$ cat src/source/game_pkg.sv
package game_pkg;

    // Top level game phases
    typedef enum logic [1:0] {
        phase_greeting  = 2'd0,
        phase_playing   = 2'd1,
        phase_game_over = 2'd2
    } game_phase_t;

    // Frame stages, visited in this order once per frame
    typedef enum logic [3:0] {
        stage_clear_screen            = 4'd0,
        stage_update_position         = 4'd1,
        stage_eat_food                = 4'd2,
        stage_update_ghost_directions = 4'd3,
        stage_update_ghost_positions  = 4'd4,
        stage_fill_screen             = 4'd5,
        stage_render_blocks           = 4'd6,
        stage_render_player           = 4'd7,
        stage_render_food             = 4'd8,
        stage_render_ghosts           = 4'd9,
        stage_ghost_collision         = 4'd10,
        stage_update_vga              = 4'd11
    } frame_stage_t;

    localparam int stage_count = 12;

    // Pixel color of a stage, cycles through codes 1 to 7
    function automatic logic [2:0] stage_color(input frame_stage_t stage);
        int code;
        code = (int'(stage) % 7) + 1;
        return 3'(code);
    endfunction

endpackage

$ cat src/source/frame_sequencer.sv
`timescale 1ns/1ps

module frame_sequencer (
    input  logic                  clock,
    input  logic                  resetn,
    input  logic                  frame_run,
    output game_pkg::frame_stage_t stage,
    output logic                  stage_write,
    output logic                  frame_done
);

    import game_pkg::*;

    typedef enum logic [1:0] {
        seq_idle  = 2'd0,
        seq_stage = 2'd1,
        seq_done  = 2'd2
    } seq_state_t;

    seq_state_t seq_state;

    // One step per run cycle: idle, twelve stages, done
    always_ff @(posedge clock) begin
        if (!resetn) begin
            seq_state <= seq_idle;
            stage     <= stage_clear_screen;
        end else if (frame_run) begin
            case (seq_state)
                seq_idle: begin
                    seq_state <= seq_stage;
                    stage     <= stage_clear_screen; // Every frame starts at stage 0
                end
                seq_stage: begin
                    if (stage == stage_update_vga) begin
                        seq_state <= seq_done;
                    end else begin
                        stage <= frame_stage_t'(stage + 4'd1);
                    end
                end
                seq_done: begin
                    seq_state <= seq_idle;
                end
                default: begin
                    seq_state <= seq_idle;
                end
            endcase
        end
    end

    // Each stage finishes in its single enabled cycle
    assign stage_write = frame_run && (seq_state == seq_stage);
    assign frame_done  = (seq_state == seq_done);

    // Writes only come from a stage state with a legal stage index
    a_write_in_stage: assert property (
        @(posedge clock) disable iff (!resetn)
        stage_write |-> (seq_state == seq_stage) && (int'(stage) < stage_count)
    ) else $error("stage write outside a stage state");

endmodule

$ cat config.mk
export PLATFORM = sky130hd
export DESIGN_NAME = frame_sequencer
export DESIGN_NICKNAME = d
export VERILOG_FILES = /design/src/source/game_pkg.sv /design/src/source/frame_sequencer.sv
export SDC_FILE = /design/constraint.sdc
export NUM_CORES = 1
export LEC_CHECK = 0
export BUFFER_PORTS_ARGS = -buffer_cell sky130_fd_sc_hd__buf_2
export CAP_MARGIN = 10
export CELL_PAD_IN_SITES_DETAIL_PLACEMENT = 1
export CELL_PAD_IN_SITES_GLOBAL_PLACEMENT = 1
export CORE_AREA = 2 2 39 41
export DETAILED_ROUTE_END_ITERATION = 16
export DIE_AREA = 0 0 41 43
export PLACE_DENSITY = 0.64
export SYNTH_ARGS = -nofsm -noshare
export SYNTH_HDL_FRONTEND = slang
export SYNTH_SLANG_ARGS = --single-unit
$ cat constraint.sdc
create_clock -name clock -period 1.4 [get_ports clock]
set_input_delay 0 -clock clock [delete_from_list [all_inputs] [get_ports clock]]
set_output_delay 0 -clock clock [all_outputs]
set_load 0.05 [all_outputs]
# Yosys cells after proc, flatten, opt, wreduce, memory -nomap -nowiden

Index checks and enable logic that the tools add are counted.
W data, S select, Z words.

Flip-flop bits (word level): 6
Bits in latches: 0
RAM bits: 0
Memory bits (read-only): 0
Output and inout bits: 6
Memories kept: 0

$add $sub $neg: 1
Multiply operators: 0
Divide/modulo/power cells: 0
Magnitude comparators: 0
Equality and inequality tests: 5
Shifts and indexed selects: 0
Multiplexer cells: 4
Bitwise logic cells: 0
Reduce and logical (&&, ||, !) cells: 5

Operators with widths:

| kind                  | number |
|---|---|
| $pmux W4 S2           | 1 |
| $add A4 B1 Y4 const B | 1 |
| $eq A4 B4 Y1 const B  | 1 |
| $mux W4               | 1 |
| $ne A2 B2 Y1 const B  | 2 |
| $pmux W2 S2           | 1 |
| $reduce_and A3 Y1     | 1 |
| $eq A2 B1 Y1 const B  | 1 |
| $eq A2 B2 Y1 const B  | 1 |
| $logic_not A2 Y1      | 1 |
| $mux W2               | 1 |
| $reduce_and A2 Y1     | 1 |
| $reduce_bool A2 Y1    | 1 |
| $logic_and A1 B1 Y1   | 1 |

# Logic depth before layout (Yosys ltp)

Depth after elaboration: 3
Depth in mapped cells: 4
Depth with buffers taken out: 4

# Least setup slack after synthesis

OpenSTA, ideal clock, no wires.

Path kind: register to register
Start point: register stage[0]
End point: register stage[0]
Library setup time: 0.086 ns
Arrival time: 1.457 ns
Data required time: 1.314 ns
Setup slack: -0.143 ns
Cell stages (with the launch flop): 5
Buffers on the path: 0
Period minus slack after synthesis: 1.543 ns
Cell sequence: dfxtp_1 -> ha_1 -> and3b_1 -> or3_1 -> a211oi_1

Longest elaborated chain between the ends: 3
Elaborated cells between the ends (all ways): 6
Those cells by class: add/sub: 1; eq/ne: 2; mux: 2; reduce/logical: 1

RTL lines:

| what                                             | RTL line                                     | source |
|---|---|---|
| start, declared                                  | frame_sequencer.sv:7                         | `output game_pkg::frame_stage_t stage,` |
| start signal, assigned                           | frame_sequencer.sv:26                        | `stage <= stage_clear_screen;` |
| start signal, assigned                           | frame_sequencer.sv:31                        | `stage <= stage_clear_screen;` |
| start signal, assigned                           | frame_sequencer.sv:37                        | `stage <= frame_stage_t'(stage + 4'd1);` |
| $add A4 B1 Y4 or $eq A4 B4 Y1 (tied branches)    | frame_sequencer.sv:37, frame_sequencer.sv:34 |  |
| $mux W4 or $ne A2 B2 Y1 (tied branches)          | --                                           |  |
| $pmux W4 S2 or $reduce_and A3 Y1 (tied branches) | --                                           |  |

Parallel ways exist; a longest one is shown, timed or not. The select of a mux whose other input is x is not followed.
A chain may end at the register's enable or synchronous reset.

# Worst setup path in the final report

Ends and elaborated chain as after synthesis.

==> impl_metrics.toml <==
[setup_path]
worstSetupPathType = "reg2reg"
crit_family = "simple AND/OR/NAND/NOR gates"
worstPathMaxFanout = 6
rrSetupSlack_ns = 0.05
crit_path_end_kind = "register"
reg2reg_to = "stage[0]"
critical_path.max_stage_delay_ns = 0.35
arrival_ns = 1.51
required_ns = 1.56
slowest_stage = "dfxtp_4"
crit_buf_inv = 0
r2r_start = "stage[0]"
worst_r2r_path_depth = 4
crit_path_start_kind = "register"
path_cells = "ha_1 > and3b_1 > or3_1 > a211oi_2"

[timing]
final-setup-viol-count = 0
final-hold-violation-count = 0
slew_violations = 0
fin_crit_ns = 1.35
worst_pin_slew_ns = 0.226
max-slew-margin-rel_pct = 84.8
setup_tns_ns = 0
finalClockSkew_ns = 0.00518
finalCritPeriodShare_pct = 96.4
fmax_mhz = 741

[placement]
dp_cells = 63
dp_hpwl_microns = 583
portBuffers = 8
place.gp.congestion = 0.721

[global_route]
antenna_found_initial = 0
grt_pass1_vias = 287
grt_overflow = 0
grt_usage_pct = 11.0
grt_start_max_net_pins = 7
grt_first_pass_wirelength_microns = 1200

[pwr]
p_total_uw = 399
powerDensity_nw_per_um2 = 919
irDropWorstVdd_mv = 0.322
leakage_uw = 0.000197

[die]
die_h_microns = 43
coreArea_sq_um = 1380
die_w_microns = 41
io_pins = 9
die-area_sq_um = 1760
row_count = 14
initial_utilization_pct = 21.9

[logic_synthesis]
synth.top_cell.area_share_pct = 39.7
syn-mean-instance-area_sq_um = 8.65
yosysWarnings = 0
synth_top_family_by_area = "simple AND/OR/NAND/NOR gates"
postSynthCellCount = 35
yosys-mux-area-fraction_pct = 0
synthAdderAreaFrac_pct = 4.13
synth.distinct_cells = 18
synth_top_cell_by_area = "dfxtp_1"
synth-compound-area-share_pct = 19.8
yosys-top-cells-area = "dfxtp_1 40%, a21oi_1 6.6%, nand2b_1 6.2%, ha_1 4.1%, nor2b_1 4.1%"
synth_seq_cells = 6
syn-num-nets = 39
synth_area_sq_um = 303
yosys.area_share.simple_pct = 33.9
synth_xor_area_share_pct = 0
ys_seq_area_share_pct = 39.7

[min_path]
hp-class = "in2reg"
hold-path-endpoint = "seq_state[0]"
hold_start = "resetn"
hold_depth = 2

[layout]
register_area_sq_um = 126
fin_util_pct = 31.4
multiInputGateArea_sq_um = 184
stdcell_count = 67
antennaDiodeCount = 0
drive_above_1_share_pct = 41.2
layout.nets = 56
syn_to_final_growth_pct = 43.4
fill_cells = 172

[route]
drt_iter0_markers = 2
dr_total_vias = 312
drc_errors = 0
wl_per_cell_microns = 11.7
routed_via_density = 4.66
ant_nets = 0
wl_microns = 781
drt-pass1-iter-count = 2

[clock_tree]
cts_tree = "yes"
path_clk_slew_ns = 0.05
cts_buffers = 3
worstSkewPairLatency_ns = 0.24
ctsHtreeMaxLevel = 1
cts_buffer_depth = 2
post_cts_buffers = 0
cts_num_sinks = 6
cts_root_buf = "clkbuf_4"

[run_status]
status = "finished, final reports clean"

[flow_run]
cap_violations = 0
sequential cells by signal, summed over array words and instances, names as in the netlist:
register / cells
seq_state: 2
stage: 4
logic make-up (layout without fill, tap and decap cells):
kind of cell | Yosys count | count (layout)
AO/OA/AOI/OAI | 10 | 10
adder cells (fa/ha/maj) | 1 | 1
buffers and inverters | 2 | 18
flip-flops | 6 | 6
AND/OR/NAND/NOR | 16 | 16
final cells by class:
class	count	area share [%]
tap	16	4.61
multi-input combinational	27	42.4
inverter	2	1.73
timing repair buffer	12	16.1
sequential	6	29.1
clock buffer	4	6.05
layer usage:
metal / GRT usage, % / wire [microns]
met1: 14.2 / 366
met5: 0 / 0
met2: 12.8 / 371
met3: 3.14 / 31
met4: 12.0 / 12
metrics by stage:
stage | setup WS (ns) | hold slack [ns] | instance area [sq um]
2_1_floorplan | 0.0185 | 0.118 | 309
3_3_place_gp | 0.0763 | 0.254 | 399
3_5_place_dp | 0.0684 | 0.261 | 399
4_1_cts | 0.0542 | 0.00432 | 425
5_1_grt | -0.0371 | 0.0151 | 434
6_report | 0.0499 | 0.00783 | 434
power breakdown:
group	switching (uW)	internal [uW]
registers	3.08	173
logic	29.5	19.1
clock network	65.8	108
worst max path at each step:
| stage | start | endpoint | cells past startpoint |
|---|---|---|---|
| 6_report | stage[0] | stage[0] | 4 |
| 3_5_place_dp | stage[0] | stage[0] | 4 |
| 2_1_floorplan | stage[1] | stage[0] | 4 |
| 5_1_grt | stage[0] | stage[0] | 4 |
| 4_1_cts | stage[0] | stage[0] | 4 |
| 3_3_place_gp | stage[0] | stage[0] | 4 |
repair_timing:
item / in CTS / in global routing
hold buffers: 0 / 0
setup endpoints to repair: 0 / 2
gates resized for setup: 0 / 2
cells in the mapped netlist:
cell type	n
dfxtp_1	6
a21oi_1	4
nand2_1	3
nand2b_1	3
inv_1	2
nand3_1	2
nor2b_1	2
o21ai_0	2
or3_1	2
a211oi_1	1
a31oi_1	1
and2b_1	1
and3b_1	1
ha_1	1
nand3b_2	1
o21a_1	1
o32ai_1	1
or4b_1	1
cell usage in the layout (no fill, tap or decap), drive strengths merged:
cell type / Yosys / routed
buf: 0 / 12
dfxtp: 6 / 6
a21oi: 4 / 4
clkbuf: 0 / 4
nand2b: 3 / 3
nand2: 3 / 3
inv: 2 / 2
or3: 2 / 2
o21ai: 2 / 2
nor2b: 2 / 2
nand3: 2 / 2
nand3b: 1 / 1
and2b: 1 / 1
and3b: 1 / 1
a211oi: 1 / 1
o21a: 1 / 1
or4b: 1 / 1
o32ai: 1 / 1
a31oi: 1 / 1
ha: 1 / 1
Note: power is estimated with default switching activity, not from simulation.
