[src/source/game_pkg.sv]
package game_pkg;

    // Top level game phases
    typedef enum logic [1:0] {
        phase_greeting  = 2'd0,
        phase_playing   = 2'd1,
        phase_game_over = 2'd2
    } game_phase_t;

    // Frame stages, visited in this order once per frame
    typedef enum logic [3:0] {
        stage_clear_screen            = 4'd0,
        stage_update_position         = 4'd1,
        stage_eat_food                = 4'd2,
        stage_update_ghost_directions = 4'd3,
        stage_update_ghost_positions  = 4'd4,
        stage_fill_screen             = 4'd5,
        stage_render_blocks           = 4'd6,
        stage_render_player           = 4'd7,
        stage_render_food             = 4'd8,
        stage_render_ghosts           = 4'd9,
        stage_ghost_collision         = 4'd10,
        stage_update_vga              = 4'd11
    } frame_stage_t;

    localparam int stage_count = 12;

    // Pixel color of a stage, cycles through codes 1 to 7
    function automatic logic [2:0] stage_color(input frame_stage_t stage);
        int code;
        code = (int'(stage) % 7) + 1;
        return 3'(code);
    endfunction

endpackage

[src/source/game_phase_fsm.sv]
`timescale 1ns/1ps

module game_phase_fsm (
    input  logic                 clock,
    input  logic                 resetn,
    input  logic                 enable,
    input  logic                 start_key,
    input  logic                 frame_done,
    output game_pkg::game_phase_t phase,
    output logic                 frame_run
);

    import game_pkg::*;

    game_phase_t next_phase;

    // Phase register, frozen while enable is low
    always_ff @(posedge clock) begin
        if (!resetn) begin
            phase <= phase_greeting;
        end else if (enable) begin
            phase <= next_phase;
        end
    end

    always_comb begin
        next_phase = phase;
        case (phase)
            phase_greeting: begin
                if (start_key) begin
                    next_phase = phase_playing; // Key press starts a game
                end
            end
            phase_playing: begin
                if (frame_done) begin
                    next_phase = phase_game_over;
                end
            end
            phase_game_over: begin
                // Key press returns to the greeting screen
                if (start_key) begin
                    next_phase = phase_greeting;
                end
            end
            default: begin
                next_phase = phase_greeting;
            end
        endcase
    end

    // Sequencer may only step while playing and enabled
    assign frame_run = enable && (phase == phase_playing);

    // Phase register never leaves the three legal codes
    a_phase_legal: assert property (
        @(posedge clock) disable iff (!resetn)
        phase inside {phase_greeting, phase_playing, phase_game_over}
    ) else $error("phase register holds illegal code %0d", phase);

endmodule

[config.mk]
export PLATFORM = sky130hd
export DESIGN_NAME = game_phase_fsm
export DESIGN_NICKNAME = d
export VERILOG_FILES = /design/src/source/game_pkg.sv /design/src/source/game_phase_fsm.sv
export SDC_FILE = /design/constraint.sdc
export NUM_CORES = 1
export LEC_CHECK = 0
export BUFFER_PORTS_ARGS = -buffer_cell sky130_fd_sc_hd__buf_2
export CORE_AREA = 10 10 47 49
export CTS_CLUSTER_DIAMETER = 30
export DETAILED_ROUTE_END_ITERATION = 8
export DIE_AREA = 0 0 57 59
export RECOVER_POWER = 25
export REMOVE_ABC_BUFFERS = 1
export SYNTH_ARGS = -nofsm -noshare
export SYNTH_HDL_FRONTEND = slang
export SYNTH_SLANG_ARGS = --single-unit
[constraint.sdc]
create_clock -name clock -period 1.2 [get_ports clock]
set_clock_uncertainty 0.15 [all_clocks]
set_input_delay 0.18 -clock clock [delete_from_list [all_inputs] [get_ports clock]]
set_output_delay 0.18 -clock clock [all_outputs]
set_load 0.03 [all_outputs]
After elaboration in Yosys (flattened, before gate mapping) --
Cells that the tools add are included.
Word-level totals: flip-flop bits (word level) 2, output and inout bits 3, input port bits 5, logic and storage cells 13
Cells by class: reduce and logical (&&, ||, !) cells 3, eq/ne operators 5, muxes and demuxes 4
Operators with widths (number):
- $mux 2 | 3
- $ne 2x2->1 const B | 3
- $pmux 2 s3 | 1
- $reduce_and 4->1 | 1
- $eq 2x1->1 const B | 1
- $eq 2x2->1 const B | 1
- $logic_not 2->1 | 1
- $logic_and 1x1->1 | 1

Longest topological paths before layout --
Gate-level depths: netlist (run 1).
word-level depth 3, mapped depth 2

Worst setup path after synthesis (run 1) --
Ideal clock, no wire load.
path kind register -> register, start point register phase[1], end point register phase[1], slack -194 ps, path buffers 0, arrival 1127 ps, clock period less this slack 1394 ps, data required time 933 ps, stages on the path, launching flop included 3, path through dfxtp_1 > and3b_1 > a32o_1
Between the ends: word-level cells in the longest chain between the ends 3
Ends and longest elaborated chain:
- start: declaration | RTL line game_phase_fsm.sv:9 | output game_pkg::game_phase_t phase,
- start signal: assignment | RTL line game_phase_fsm.sv:20 | phase <= phase_greeting;
- start signal: assignment | RTL line game_phase_fsm.sv:22 | phase <= next_phase;
- $eq 2x1->1 (tied with other cells) | RTL line game_phase_fsm.sv:28 | case (phase)
- $ne 2x2->1 (no source line)
- $reduce_and 4->1 (no source line)
Parallel ways exist; a longest one is shown, timed or not. A chain may end at the register's enable or synchronous reset.

Worst setup path in the final report (run 1) --
start point register phase[1], end point output frame_run
Between the ends: word-level cells in the longest chain between the ends 2
Ends and longest elaborated chain:
- $eq 2x1->1 | RTL line game_phase_fsm.sv:52 | assign frame_run = enable && (phase == phase_playing);
- $logic_and 1x1->1 | RTL line game_phase_fsm.sv:52
- end: declaration | RTL line game_phase_fsm.sv:10 | output logic frame_run
Every way passes these cells.

==> impl_metrics.csv, run 1 <==
group,metric,value,unit
outcome,status,"complete, but fails checks",
outcome,violations,"setup timing",
finish,areaGrowthSynthToFinish,91.6,%
synth,seq_area_frac_synth,38.6,%
floorplanning,start_util,7.41,%
synth,netlist.area_leader.share,38.6,%
critical_path,crit_chain,"and3b_2, buf_6",
finish,reg_top3,"phase (2)",
synth,synthTopCellsByArea,"dfxtp_1 (39%), and4bb_1 (12%), a32o_1 (9.6%)",
global_routing,grt_pass1_vias,160,
sta,hold_viol,0,
synth,synthCells,10,
global_routing,grt_max_degree,6,
floorplanning,ioPinCount,8,
run,max_cap_violations,0,
synth,yosysWarnings,0,
critical_path,critPathKind,"reg2out",
critical_path,timing.rr.start,"phase[1]",
synth,syn_area_per_cell,10.4,um2
pwr,leakage,0.0000944,uW
floorplanning,die_x,57,um
sta,setup_violations,1,
global_routing,grt.overflow.total,0,
routing,wl_per_cell,9.51,um
pwr,power_density,1300,nW/um2
critical_path,startpoint,"phase[1]",
finish,largest_register,"phase",
routing,vias,132,
critical_path,startpoint_type,"flop",
synth,synth_area_leader_cell,"dfxtp_1",
pwr,finalPower,258,uW
sta,min_period,1220,ps
synth,ys_seq_elements,2,
clock_tree,cts_sinks,2,
sta,fin_ws,-22.6,ps
global_routing,grt_usage,2.59,%
floorplanning,num_rows,14,
pwr,ir_drop,0.177,mV
clock_tree,clk_pin_slew_worst_paths,30,ps
finish,fin_nets,28,
clock_tree,cts_buffer_depth,2,
pwr,p_int,200,uW
placed_design,dpl-instance-area,159,um2
critical_path,crit_path_top_delay_cell,"dfxtp_2",
sta,max_slew_margin,88.4,%
sta,rsz0062_at_grt,"true",
critical_path,arrival,890,ps
routing,drt_iter0_drc,0,
clock_tree,clk_latency,220,ps
finish,post-route-cell-area,199,um2
finish,drive_gt1_share,71.4,%
sta,slew_viol_final,0,
sta,fmax,818,MHz
critical_path,path_max_fanout,2,
pwr,p_sw_share,22.5,%
floorplanning,die-area,3360,um2
clock_tree,cts_max_level,1,
floorplanning,core,1400,um2
critical_path,crit_required,870,ps
routing,drc,0,
hold_path,hold_start,"frame_done",
pwr,combPwrFrac,15.5,%
pwr,seqPwrFrac,28.6,%
global_routing,grt_pass1_wl,586,um
hold_path,holdCritPathClass,"in2reg",
global_routing,antenna_found_initial,0,
clock_tree,cts_made_buffers,3,
hold_path,min_path_cells,2,
finish,largest_reg_flops,2,
floorplanning,die_h,59,um
finish,antenna_cells,0,
synth,syn_area,104,um2
synth,ys_types,8,
finish,fillCellCount,172,
pwr,clkPwrFrac,55.9,%
clock_tree,cts-root-buf,"clkbuf_4",
sta,worstMarginPinSlew,172,ps
clock_tree,tritoncts,"built",
routing,firstDrtPassIters,1,
routing,viasPerCell,3.57,
critical_path,reg2regPathDepth,3,
pwr,power_switching,58.2,uW
critical_path,critPathCaptureType,"output pin",
sta,period_share,102,%
clock_tree,cts.hold.buffers_added,0,
placed_design,place.gp.congestion,0.685,
routing,wl,352,um
routing,ant_nets,0,
placed_design,io_buffers,7,
critical_path,slowest_delay,300,ps
-- per-layer routing --
metal  up-vias  GRT usage [%]  wire [um]  share of wire, %
met4         0           3.02          0                 0
met1        57           1.90        108                31
met3         0           3.86        104                30
met5         -              0          0                 0
met2        12           2.64        140                40
li1         63              -          -                 -
-- final cells by class --
class	instances	area [um2]	share of cell area, %
multi-input cells	8	65.1	32.7
repair buffers	8	48.8	24.5
flip-flops and latches	2	42.5	21.4
clock buffers	3	22.5	11.3
well taps	16	20.0	10.1
-- critical path: cells and delay by family (launching register included) --
| kind | cells | cell delay, ps |
|---|---|---|
| DFF | 1 | 300 |
| and+or+nand+nor | 1 | 240 |
| buffers and inverters | 1 | 130 |
-- layout by cell type (no fill, tap or decap) --
cell      count
dfxtp_2       2
buf_4         1
buf_6         1
clkbuf_4      3
buf_2         6
and2_1        1
a32o_1        1
a22o_1        1
and2_2        1
and4bb_1      1
and3b_2       1
o21ai_0       2
-- cells in the mapped netlist --
cell type	n
a22o_1	1
a32o_1	1
and2_1	1
and2_2	1
and3b_1	1
and4bb_1	1
dfxtp_1	2
o21ai_0	2
-- through the flow --
stage | setup WS, ps | std cells | setup TNS, ps | util [%] | hold WS [ps]
2_1_floorplan | -194 | 10 | -268 | - | 163
3_3_place_gp | 120 | 33 | 0 | 11.3 | 292
3_5_place_dp | 125 | 33 | 0 | 11.3 | 293
4_1_cts | -45.9 | 37 | -45.9 | 14.1 | 58.6
5_1_grt | -56.1 | 37 | -56.1 | 14.2 | 89.5
6_report | -22.6 | 37 | -22.6 | 14.2 | 66.9
-- path summary, 6_finish.rpt --
path,slack (ps),endpoint
hold / removal,70,phase[1]
hold reg to reg,450,phase[0]
setup / recovery,-20,frame_run
setup reg to reg,100,phase[0]
-- power by group through the flow --
stage / logic (uW) / clock network, uW / registers (uW)
after floorplan: 13.7 / 0 / 81.1
after global placement: 36.1 / 0 / 74.0
after detailed placement: 36.1 / 0 / 74.6
after CTS: 40.3 / 156 / 74.0
after global routing: 44.3 / 157 / 74.5
final: 40.0 / 144 / 74.0
-- timing repair --
item / CTS / global route
setup buffers: 1 / 0
resized for setup: 4 / 1
setup endpoints to repair: 1 / 1
pin swaps: 1 / 0
-- cell families after synthesis --
| group | after synthesis | synth area share [%] |
|---|---|---|
| AND/OR/NAND/NOR | 4 | 33.7 |
| flip-flops | 2 | 38.6 |
| AO/OA/AOI/OAI | 4 | 27.7 |
No activity file was read; power rests on OpenSTA's default activity.
==> inputs of run 2 (changes only) <==
--- a/config.mk
+++ b/config.mk
@@ -5,11 +5,12 @@
 export SDC_FILE = /design/constraint.sdc
 export NUM_CORES = 1
 export LEC_CHECK = 0
-export BUFFER_PORTS_ARGS = -buffer_cell sky130_fd_sc_hd__buf_2
 export CORE_AREA = 10 10 47 49
 export CTS_CLUSTER_DIAMETER = 30
 export DETAILED_ROUTE_END_ITERATION = 8
 export DIE_AREA = 0 0 57 59
+export DONT_BUFFER_PORTS = 1
+export HOLD_SLACK_MARGIN = 0.1
 export RECOVER_POWER = 25
 export REMOVE_ABC_BUFFERS = 1
 export SYNTH_ARGS = -nofsm -noshare
==> constraint.sdc (replaced) <==
create_clock -name clock -period 1.2 [get_ports clock]
set_clock_uncertainty 0.15 [all_clocks]
set_input_delay 0.12 -clock clock [delete_from_list [all_inputs] [get_ports clock]]
set_output_delay 0.12 -clock clock [all_outputs]
set_load 0.03 [all_outputs]
==> run 2 against run 1 <==
Global-route usage grew 0.22 points; routed wire length grew 18%; utilization up 2.1 points; the run now ends clean; maximum frequency up 5.1%.
==> impl_metrics.csv, run 2 (synthesis results as in run 1) <==
group,metric,value,unit
finish,layout_common_cells,"dlygate4sd3_1 (4), clkbuf_4 (3), buf_4 (3)",
clock_tree,cts_max_level,1,
sta,period_share,97.0,%
run,max_cap_violations,0,
critical_path,crit_chain,"dlygate4sd3_1, and2_2, a32o_1",
floorplanning,die_x,57,um
clock_tree,clk_pin_slew_worst_paths,30,ps
routing,drc,0,
placed_design,hpwl,270,um
finish,antenna_cells,0,
clock_tree,cts-root-buf,"clkbuf_4",
outcome,status,"finished, final reports clean",
finish,fillCellCount,167,
sta,hold_slack,125,ps
sta,min_period,1160,ps
global_routing,grt_usage,2.81,%
pwr,leakage,0.000100,uW
clock_tree,tritoncts,"built",
global_routing,antenna_found_initial,0,
pwr,ir_drop,0.137,mV
global_routing,grt_max_degree,6,
routing,viasPerCell,3.47,
clock_tree,cts_sinks,2,
clock_tree,cts_buffer_depth,2,
finish,areaGrowthSynthToFinish,120,%
critical_path,critPathKind,"in2reg",
global_routing,grt_pass1_wl,621,um
floorplanning,die_h,59,um
sta,slew_viol_final,0,
finish,stdcell_count,38,
finish,drive_gt1_share,54.5,%
clock_tree,cts_made_buffers,3,
routing,wl,414,um
routing,wl_per_cell,10.9,um
pwr,power_density,1190,nW/um2
finish,final_common_cell,"dlygate4sd3_1",
pwr,power_switching,63.5,uW
sta,rsz0062_at_grt,"false",
critical_path,startpoint_type,"input port",
global_routing,grt_pass1_vias,149,
pwr,combPwrFrac,18.4,%
sta,worstMarginPinSlew,166,ps
routing,firstDrtPassIters,1,
routing,drt_iter0_drc,0,
sta,max_slew_margin,88.8,%
pwr,p_sw_share,23.4,%
hold_path,holdCritPathClass,"in2reg",
finish,fin_nets,29,
global_routing,grt.overflow.total,0,
sta,hold_viol,0,
critical_path,slowest_delay,590,ps
placed_design,io_buffers,0,
floorplanning,start_util,7.41,%
critical_path,arrival,1120,ps
routing,wl_met3,81,um
critical_path,critPathCaptureType,"flop",
sta,setup_violations,0,
floorplanning,num_rows,14,
finish,post-route-cell-area,229,um2
finish,largest_register,"phase",
routing,highest_layer,"met3",
critical_path,crit_path_top_delay_cell,"dlygate4sd3_1",
floorplanning,ioPinCount,8,
pwr,p_int,208,uW
pwr,clkPwrFrac,54.8,%
sta,fmax,859,MHz
finish,largest_reg_flops,2,
routing,vias,132,
routing,wl_met2,176,um
floorplanning,core,1400,um2
routing,wl_met1,156,um
placed_design,placed_cells,29,
floorplanning,die-area,3360,um2
clock_tree,clk_latency,220,ps
placed_design,place.gp.congestion,0.561,
placed_design,dpl-instance-area,146,um2
critical_path,crit_required,1160,ps
finish,reg_top3,"phase (2)",
routing,ant_nets,0,
pwr,seqPwrFrac,26.8,%
critical_path,path_max_fanout,4,
==> run 2: cell count changes in the layout (fill, tap and decap cells not counted) <==
cell           previous run  this run
buf_2                     6         0
buf_4                     1         3
clkbuf_2                  0         1
dlygate4sd3_1             0         4
==> run 2: path summary, 6_finish.rpt <==
path,startpoint,cells after the start,slack (ps),to
max,resetn,3,40,phase[1]
min,enable,2,130,phase[1]
max reg2reg,phase[1],3,80,phase[0]
min reg2reg,phase[0],3,540,phase[0]
==> run 2: power by group through the flow <==
stage,clock [uW],combinational [uW],sequential (uW)
floorplan,0,13.7,81.1
global placement,0,30.2,74.5
detailed placement,0,30.2,74.9
CTS,163,46.5,74.1
global route,161,53.9,72.7
finish,149,50.0,72.8
==> run 2: final cells by class <==
class / instances / area (um2) / area share, %
clock buffers: 3 / 22.5 / 9.84
multi-input cells: 8 / 65.1 / 28.4
flip-flops and latches: 2 / 42.5 / 18.6
well taps: 16 / 20.0 / 8.74
repair buffers: 9 / 78.8 / 34.4
==> run 2: critical path: cells and delay by family <==
family | cells | cell delay (ps)
and+or+nand+nor | 1 | 210
AOI/OAI and AO/OA | 1 | 210
buffers and inverters | 1 | 590
==> run 2: stage by stage <==
stage / setup WS (ps) / utilization (%) / TNS (ps) / total power [uW]
finish: 36.3 / 16.3 / 0 / 271
global route: 4.79 / 16.3 / 0 / 288
CTS: 11.6 / 15.9 / 0 / 283
detailed placement: 129 / 10.4 / 0 / 105
global placement: 143 / 10.4 / 0 / 105
floorplan: -194 / - / -226 / 94.7
==> run 2: routing by layer <==
layer | track usage, % | vias up
met1 | 2.03 | 59
met4 | 4.03 | 0
met5 | 0 | -
li1 | - | 65
met2 | 3.26 | 8
met3 | 3.22 | 0
==> run 2: repair_timing <==
item                                    in CTS  in global routing
setup buffers                                1                  1
pin swaps                                    0                  1
endpoints found under the hold margin        2                  0
endpoints found under the setup margin       1                  1
resized for setup                            3                  1
hold buffers                                 4                  0
