===== src/source/game_pkg.sv =====
package game_pkg;

    // Top level game phases
    typedef enum logic [1:0] {
        phase_greeting  = 2'd0,
        phase_playing   = 2'd1,
        phase_game_over = 2'd2
    } game_phase_t;

    // Frame stages, visited in this order once per frame
    typedef enum logic [3:0] {
        stage_clear_screen            = 4'd0,
        stage_update_position         = 4'd1,
        stage_eat_food                = 4'd2,
        stage_update_ghost_directions = 4'd3,
        stage_update_ghost_positions  = 4'd4,
        stage_fill_screen             = 4'd5,
        stage_render_blocks           = 4'd6,
        stage_render_player           = 4'd7,
        stage_render_food             = 4'd8,
        stage_render_ghosts           = 4'd9,
        stage_ghost_collision         = 4'd10,
        stage_update_vga              = 4'd11
    } frame_stage_t;

    localparam int stage_count = 12;

    // Pixel color of a stage, cycles through codes 1 to 7
    function automatic logic [2:0] stage_color(input frame_stage_t stage);
        int code;
        code = (int'(stage) % 7) + 1;
        return 3'(code);
    endfunction

endpackage


===== src/source/pixel_writer.sv =====
`timescale 1ns/1ps

module pixel_writer #(
    parameter int addr_width  = 17,
    parameter int region_bits = 10,
    parameter int color_width = 3
) (
    input  logic                   clock,
    input  logic                   resetn,
    input  game_pkg::frame_stage_t stage,
    input  logic                   stage_write,
    output logic                   wr_en,
    output logic [addr_width-1:0]  wr_addr,
    output logic [color_width-1:0] wr_color
);

    import game_pkg::*;

    // One cursor per stage, wraps inside its own region
    logic [region_bits-1:0] cursor [stage_count];
    logic [addr_width-1:0]  region_base;
    logic [addr_width-1:0]  cursor_offset;

    always_ff @(posedge clock) begin
        if (!resetn) begin
            for (int i = 0; i < stage_count; i++) begin
                cursor[i] <= '0;
            end
        end else if (stage_write) begin
            cursor[stage] <= cursor[stage] + 1'b1; // Natural wrap at region size
        end
    end

    // Stage index selects the region
    assign region_base   = addr_width'(stage) << region_bits;
    assign cursor_offset = addr_width'(cursor[stage]);

    assign wr_en    = stage_write;
    assign wr_addr  = region_base | cursor_offset;
    assign wr_color = color_width'(stage_color(stage));

    // Region index needs four bits above the cursor
    a_addr_fits: assert property (
        @(posedge clock) disable iff (!resetn)
        addr_width >= region_bits + 4
    ) else $error("addr_width %0d too small for region_bits %0d", addr_width, region_bits);

    // Writes stay inside the twelve stage regions
    a_addr_in_range: assert property (
        @(posedge clock) disable iff (!resetn)
        wr_en |-> (int'(wr_addr) < stage_count * (1 << region_bits))
    ) else $error("write address %0h outside stage regions", wr_addr);

endmodule


===== config.mk =====
export PLATFORM = sky130hd
export DESIGN_NAME = pixel_writer
export DESIGN_NICKNAME = d
export VERILOG_FILES = /design/src/source/game_pkg.sv /design/src/source/pixel_writer.sv
export SDC_FILE = /design/constraint.sdc
export NUM_CORES = 1
export LEC_CHECK = 0
export ABC_AREA = 1
export BUFFER_PORTS_ARGS = -buffer_cell sky130_fd_sc_hd__buf_2
export CAP_MARGIN = 10
export CELL_PAD_IN_SITES_DETAIL_PLACEMENT = 2
export CELL_PAD_IN_SITES_GLOBAL_PLACEMENT = 2
export CORE_MARGIN = 3
export CORE_UTILIZATION = 42
export CTS_BUF_LIST = sky130_fd_sc_hd__clkbuf_8
export DETAILED_ROUTE_END_ITERATION = 10
export GPL_TIMING_DRIVEN = 0
export PLACE_DENSITY_LB_ADDON = 0.1
export SYNTH_ARGS = -nofsm -noshare
export SYNTH_HDL_FRONTEND = slang
export SYNTH_SLANG_ARGS = --single-unit
export TNS_END_PERCENT = 50

===== constraint.sdc =====
create_clock -name clock -period 3.9 [get_ports clock]
set_input_delay 0.78 -clock clock [delete_from_list [all_inputs] [get_ports clock]]
set_output_delay 0.78 -clock clock [all_outputs]
set_load 0.02 [all_outputs]

Word-level counts from Yosys, hierarchy flattened. Memory sizes are Yosys's and may differ from the RTL's. Cells that the tools add are included.

Logic and storage cells: 13. Memory bits (writable): 120. Output and inout bits: 21. Flip-flop bits (word level): 0. Input port bits: 7. Memories kept: 1.

Memory list: cursor (depth 12, width 10, rd ports 1, clocked after Yosys merged registers in 0, write ports 12, RTL line pixel_writer.sv:20) `logic [region_bits-1:0] cursor [stage_count];`.

Bitwise operators: 1. Muxes and demuxes: 7. Div/mod/pow operators: 1. $add $sub $neg: 2. Reductions and logical operators: 1.

Operator list (count): remainder unit 5 x 4 -> 32 bit, second input constant (1); OR 14 x 10 -> 14 bit (1); adder 10 x 1 -> 10 bit, second input constant (1); two-way mux 10 bit (1); OR reduction 10 bit (1); two-way mux 1 bit (5); two-way mux 4 bit (1); adder 3 x 2 -> 3 bit, second input constant (1).

Longest topological paths before layout. Gate-level depths: netlist (run 1).

Word-level depth: 5. Depth in mapped cells: 20. Depth with buffers taken out: 16.

Least setup slack after synthesis (run 1). No wires, ideal clock.

Path kind: input-to-output. Start: input port stage[0]. End: output port wr_color[2]. Arrival time: 2.876 ns. Slack: 0.244 ns. Stages: 13. Path buffers: 3. Cells stage by stage: buf_6 nor2_4 buf_4 buf_4 nand2_1 nand2_1 xor2_1 ha_1 nand2_1 nand2_1 mux2_2 ha_1 xnor2_1.

Cells in the longest elaborated chain, start to end: 2.

Ends and longest elaborated chain: start: declaration (RTL line pixel_writer.sv:10) `input game_pkg::frame_stage_t stage,`; remainder unit 5 x 4 -> 32 bit (RTL line game_pkg.sv:31) `code = (int'(stage) % 7) + 1;`; adder 3 x 2 -> 3 bit (RTL line game_pkg.sv:31); end: declaration (RTL line pixel_writer.sv:14) `output logic [color_width-1:0] wr_color`.

No other way between the ends.

Worst setup path after layout (run 1).
Start: input port stage[1]. End: output port wr_color[2].

The elaborated chain is that of the path after synthesis.

==> out/qor.txt, run 1 <==
Fin crit period: 3.81 ns
Period utilisation layout: 0.977
RePlAce Congestion: 0.807
Area of the core: 18400 sq um
Unique cell type count in the Yosys netlist: 37
First-pass GRT wire length: 40100 um
Chip width: 144 um
Worst Skew: 0.0210 ns
CTS tree: yes
Site Rows: 49
DR vias/cell: 5.45
GR Util met2: 0.482
Crit path kind: input pin to output port
CP Launch Type: input pin
Setup WS pre-CTS: -0.321 ns
Post-synth EDFFs: 160
Gr busiest metal: met2
Regs by FF count: cursor x160
DR DRC count: 0
Wirelength per Cell: 24.0 um
Seq cells post-synth: 160
Pwr dens: 443 nW/um^2
M3 GR Usage: 0.0493
Main area contributors after synthesis: edfxtp_1, nand2_1, nor2_2
# diodes: 0
Post-synthesis sequential area ratio: 0.598
Die height: 144 um
DR iter-0 viols: 424
Quantity of I/O buffers inserted on ports: 24
Final #Nets: 886
CTS sink cnt: 160
Worst-Margin Slew: 1.23 ns
Setup slack after layout: 0.0912 ns
DIE AREA: 20800 sq um
Initial antenna violation count: 0
Worst VDD drop: 0.376 mV
Post-synth top cells: nand2_1, edfxtp_1, nor2_1
CP arrival: 3.03 ns
CTS Buf Count: 17
Layout area overhead: 12.1%
Post-synth top area share: 0.598
Post-Syn Area: 8030 sq um
ANT nets after route: 0
Pins over their slew limit: 0
Final Instance Count excl. Fillers: 1116
IO Pins: 28
Htree depth: 4
Share of post-route cells with drive strength above 1: 0.236
Starting Density: 0.437
Max-cap violation count: 0
Placed Area: 8460 sq um
DP Cell Count: 1082
Grt total ovfl: 0
Biggest register: cursor
Routed WL: 26800 um
Final Setup Violations: 0
Mean area per synthesized cell: 9.72 sq um
DR vias: 6078
Hold-fix buffers, CTS: 0
Clk buf depth: 2
Max Freq: 0.263 GHz
All-layer global routing usage: 0.269
Hold Fails Final Rpt: 0
Pleak: 0.00368 uW
Clock slew at reported path FFs: 0.08 ns
Clk Latency, worst-skew pair: 0.49 ns
Post-synth top area cell: edfxtp_1
Crit end category: output port
Met1 usage: 0.327
Hold crit path type: input pin to flop
Outcome: completed
Async set or reset register ratio after synthesis: 0
Post-route cell area: 9000 sq um
Worst Path Required: 3.12 ns
Clock Root Buffer: clkbuf_8
Vias in the first global route: 6749
Largest register FFs: 160
Max FO, Critical Path: 10
Slew HR: 0.179
Synth Flop Type: edfxtp_1
Most common cell in the netlist: nand2_1
HPWL after detailed placement: 19000 um
Largest net degree at the start of global routing: 19
DR pass1 iterations: 6
Syn Inst Count: 826
Warnings from Yosys: 0
## report_power, final
| part | total, uW | switching, uW | leakage, uW | internal (uW) |
|---|---|---|---|---|
| clock | 1490 | 663 | 0.000229 | 822 |
| sequential | 1970 | 17.4 | 0.00160 | 1950 |
| combinational | 533 | 390 | 0.00185 | 143 |
| total | 3990 | 1070 | 0.00368 | 2920 |
## worst max-delay path, stage by stage
cell and delay, ns:
buf_2 0.14, buf_6 0.19, buf_2 0.37, xor2_2 0.23
ha_2 0.23, nand2_1 0.10, nand2_1 0.13, mux2_2 0.35
ha_1 0.20, xnor2_1 0.14, buf_4 0.16
## layout by cell type (no fill, tap or decap), types with 3 or more instances in the layout
cell and instances:
a21oi_1 6, a21oi_2 9, a22oi_1 8, buf_2 29, buf_4 16, buf_6 17
buf_8 3, bufinv_16 6, clkbuf_1 14, clkbuf_8 17, clkinv_1 3, conb_1 3
edfxtp_1 160, ha_1 4, inv_1 34, inv_2 8, inv_6 3, nand2_1 350
nand2_2 13, nand2_4 3, nand3_1 23, nor2_1 63, nor2_2 60, nor2_4 7
## metrics by stage
| step | hold WS (ns) | setup TNS, ns | utilization | total power [uW] |
|---|---|---|---|---|
| 5_1_grt | 0.783 | -0.0654 | 0.489 | 4110 |
| 6_report | 0.767 | 0 | 0.489 | 3990 |
| 3_5_place_dp | 0.965 | -0.648 | 0.460 | 2530 |
| 2_1_floorplan | 0.910 | 0 | - | 2340 |
| 3_3_place_gp | 0.946 | -0.217 | 0.459 | 2490 |
| 4_1_cts | 0.744 | 0 | 0.487 | 4000 |
## path summary, 6_finish.rpt
kind,cells past startpoint,startpoint,slack (ns),to
worst max register to register,16,cursor[3][0],0.89,cursor[14][8]
worst max-delay path,11,stage[1],0.09,wr_color[2]
worst min register to register,6,cursor[0][8],1.03,cursor[2][8]
worst min-delay path,3,stage_write,0.77,cursor[15][9]
## layer usage
metal  routed length (um)  up-vias  share of wire
li1                     -     2736              -
met1                10900     3150           0.41
met2                14100      142           0.53
met3                 1120       50          0.042
met4                  699        0          0.026
met5                    0        -              0
## kinds of logic after synthesis
family	after synthesis	synth area share
AO/OA/AOI/OAI	28	0.0246
XOR/XNOR	4	0.00530
adder cells (fa/ha/maj)	5	0.00779
buffers and inverters	101	0.0754
flip-flops	160	0.598
multiplexers	1	0.00140
other	1	0.000467
AND/OR/NAND/NOR	526	0.287
## repair_timing
item                       4_1_cts  5_1_grt
pin swaps                        0        2
setup endpoints to repair        2        2
buffers inserted                 1        1
resized for setup                9        6
## cell type report
cell class / count / area (sq um)
fillers: 1930 / 9390
flip-flops and latches: 160 / 4800
multi-input cells: 567 / 2650
plain buffers: 56 / 448
well taps: 229 / 287
clock inverters: 15 / 238
clock buffers: 17 / 234
inverters: 44 / 173
repair buffers: 28 / 165
No activity file was read; power rests on OpenSTA's default activity.
==> run 2, diff against run 1 <==
- PLACE_DENSITY: unset -> 0.82
- PLACE_DENSITY_LB_ADDON: 0.1 -> unset
- SKIP_LAST_GASP: unset -> 1
==> out/qor.txt, run 2 (synthesis results as in run 1) <==
Setup slack after layout: 0.135 ns (+0.0439 ns)
DR vias: 6076 (-0.033%)
CP Launch Type: input pin
CTS sink cnt: 160 (unchanged)
RePlAce Congestion: 0.818 (+1.3%)
All-layer global routing usage: 0.279 (+0.0102)
Die height: 144 um (unchanged)
Initial antenna violation count: 0 (unchanged)
DIE AREA: 20800 sq um (unchanged)
Crit end category: output port
IO Pins: 28 (unchanged)
Hold crit path type: input pin to flop
Setup_tns: 0 ns (unchanged)
CTS Buf Count: 17 (unchanged)
DR DRC count: 0 (unchanged)
Fin crit period: 3.76 ns (-0.0439 ns)
Layout area overhead: 11.0%
Max Freq: 0.266 GHz (+1.2%)
Worst VDD drop: 0.340 mV (-9.5%)
Hold Path End: cursor[15][9]
Largest net degree at the start of global routing: 19 (unchanged)
Overall Power: 3720 uW (-6.8%)
Max-cap violation count: 0 (unchanged)
ANT nets after route: 0 (unchanged)
Site Rows: 49 (unchanged)
Outcome: completed
M3 GR Usage: 0.0460 (-0.00331)
Routed WL: 27700 um (+3.1%)
Reg2reg end: cursor[14][8]
Regs by FF count: cursor x160
Max FO, Critical Path: 10 (unchanged)
Register share of total power: 0.530 (+0.036)
First-pass GRT wire length: 41500 um (+3.5%)
Htree depth: 4 (unchanged)
Cell internal pwr: 2600 uW (-11%)
Slew HR: 0.424 (+0.245)
Post-route cell area: 8910 sq um (-1.0%)
Most frequent cells in the layout: nand2_1, edfxtp_1, nor2_1
Delay-heaviest family, CP: buffers and inverters
Wirelength per Cell: 24.8 um (+3.0%)
Worst-Margin Slew: 0.864 ns (-0.363 ns)
RR Startpoint: cursor[3][0]
Crit path kind: input pin to output port
Sw Share: 0.300 (+0.0316)
Placed Area: 8460 sq um (unchanged)
Pleak: 0.00363 uW (-1.4%)
Commonest non-fill, non-tap cell in the layout: nand2_1
Biggest register: cursor
Clock slew at reported path FFs: 0.08 ns (about the same)
Setup WS pre-CTS: -0.356 ns (-0.0351 ns)
Vias in the first global route: 6731 (-0.27%)
Worst Skew: 0.0145 ns (-0.00651 ns)
CTS tree: yes
DR vias/cell: 5.44 (-0.12%)
HPWL after detailed placement: 19100 um (+0.56%)
HP Start: stage_write
Largest register FFs: 160 (unchanged)
Clk Latency, worst-skew pair: 0.49 ns (about the same)
DR pass1 iterations: 5 (-1)
# diodes: 0 (unchanged)
Reg2Reg Setup Slack: 0.75 ns (-0.14 ns)
Period utilisation layout: 0.965 (-0.0113)
Pwr dens: 417 nW/um^2 (-5.8%)
Pins over their slew limit: 0 (unchanged)
Slowest cell on crit path: mux2_2
GR Util met2: 0.505 (+0.0227)
Quantity of I/O buffers inserted on ports: 24 (unchanged)
Area of the core: 18400 sq um (unchanged)
Cell Chain, Critical Path: buf_2, nand2_4, inv_2, buf_8, nand2_1, nand2_2, xor2_2, ha_2, nand2_1, nand2_2, mux2_2, ha_1, xnor2_1, buf_4
Worst path bufs/invs: 4 (unchanged)
Chip width: 144 um (unchanged)
Hold Fails Final Rpt: 0 (unchanged)
Starting Density: 0.437 (unchanged)
Clock share of power: 0.325 (-0.047)
Final Setup Violations: 0 (unchanged)
Share of post-route cells with drive strength above 1: 0.239 (+0.00311)
Clk buf depth: 2 (unchanged)
CP arrival: 2.98 ns (-0.05 ns)
Met1 usage: 0.339 (+0.0119)
CP max stage delay: 0.33 ns (-0.04 ns)
Combinational share of power: 0.145 (+0.011)
Final #Nets: 887 (+0.11%)
Grt total ovfl: 0 (unchanged)
Reg2reg path depth: 16 (unchanged)
Cell depth of the worst hold path: 3 (unchanged)
Worst Path Required: 3.12 ns (about the same)
Switching power: 1110 uW (+4.2%)
Clock Root Buffer: clkbuf_8
Gr busiest metal: met2
DR iter-0 viols: 383 (-9.7%)
run 2: worst min-delay path, stage by stage:
cell,delay (ns)
buf_2,0.12
nand2_1,0.12
nor3_2,0.08
run 2: metal layers:
layer | vias up | wire length [um]
met2 | 142 | 14700
met1 | 3156 | 11300
met5 | - | 0
met3 | 41 | 1050
met4 | 0 | 549
li1 | 2737 | -
run 2: worst max-delay path by stage:
stage	startpoint	endpoint	slack (ns)	depth (start not counted)
floorplan	stage[0]	wr_color[2]	0.24	13
global placement	stage[0]	wr_color[2]	-0.15	15
detailed placement	stage[0]	wr_color[2]	-0.36	15
CTS	stage[2]	wr_color[2]	0.002	14
global route	stage[2]	wr_color[2]	-0.008	13
finish	stage[3]	wr_color[2]	0.14	14
run 2: layout make-up:
type	instances	area, sq um
fill	1967	9480
sequential	160	4800
multi-input combinational	567	2660
buffer	56	448
tap	229	287
clock buffer	17	234
timing repair buffer	29	174
inverter	44	173
clock inverter	15	135
run 2: power groups by stage:
stage          Combinational (uW)  Sequential [uW]  Clock (uW)
2_1_floorplan                 340             2000           0
3_3_place_gp                  487             2000           0
3_5_place_dp                  521             2010           0
4_1_cts                       533             1970        1220
5_1_grt                       580             1980        1270
6_report                      538             1970        1210
run 2: what timing repair did:
item | 4_1_cts | 5_1_grt
hold buffers | 0 | 0
endpoints found under the setup margin | 2 | 2
endpoints found under the hold margin | 0 | 0
setup buffers | 1 | 0
gates resized for setup | 8 | 7
run 2: stage by stage:
step	utilization	cells	hold WS, ns
global route	0.484	1117	0.786
finish	0.484	1117	0.793
CTS	0.482	1114	0.768
global placement	0.459	1081	0.949
detailed placement	0.460	1082	0.980
floorplan	-	828	0.910
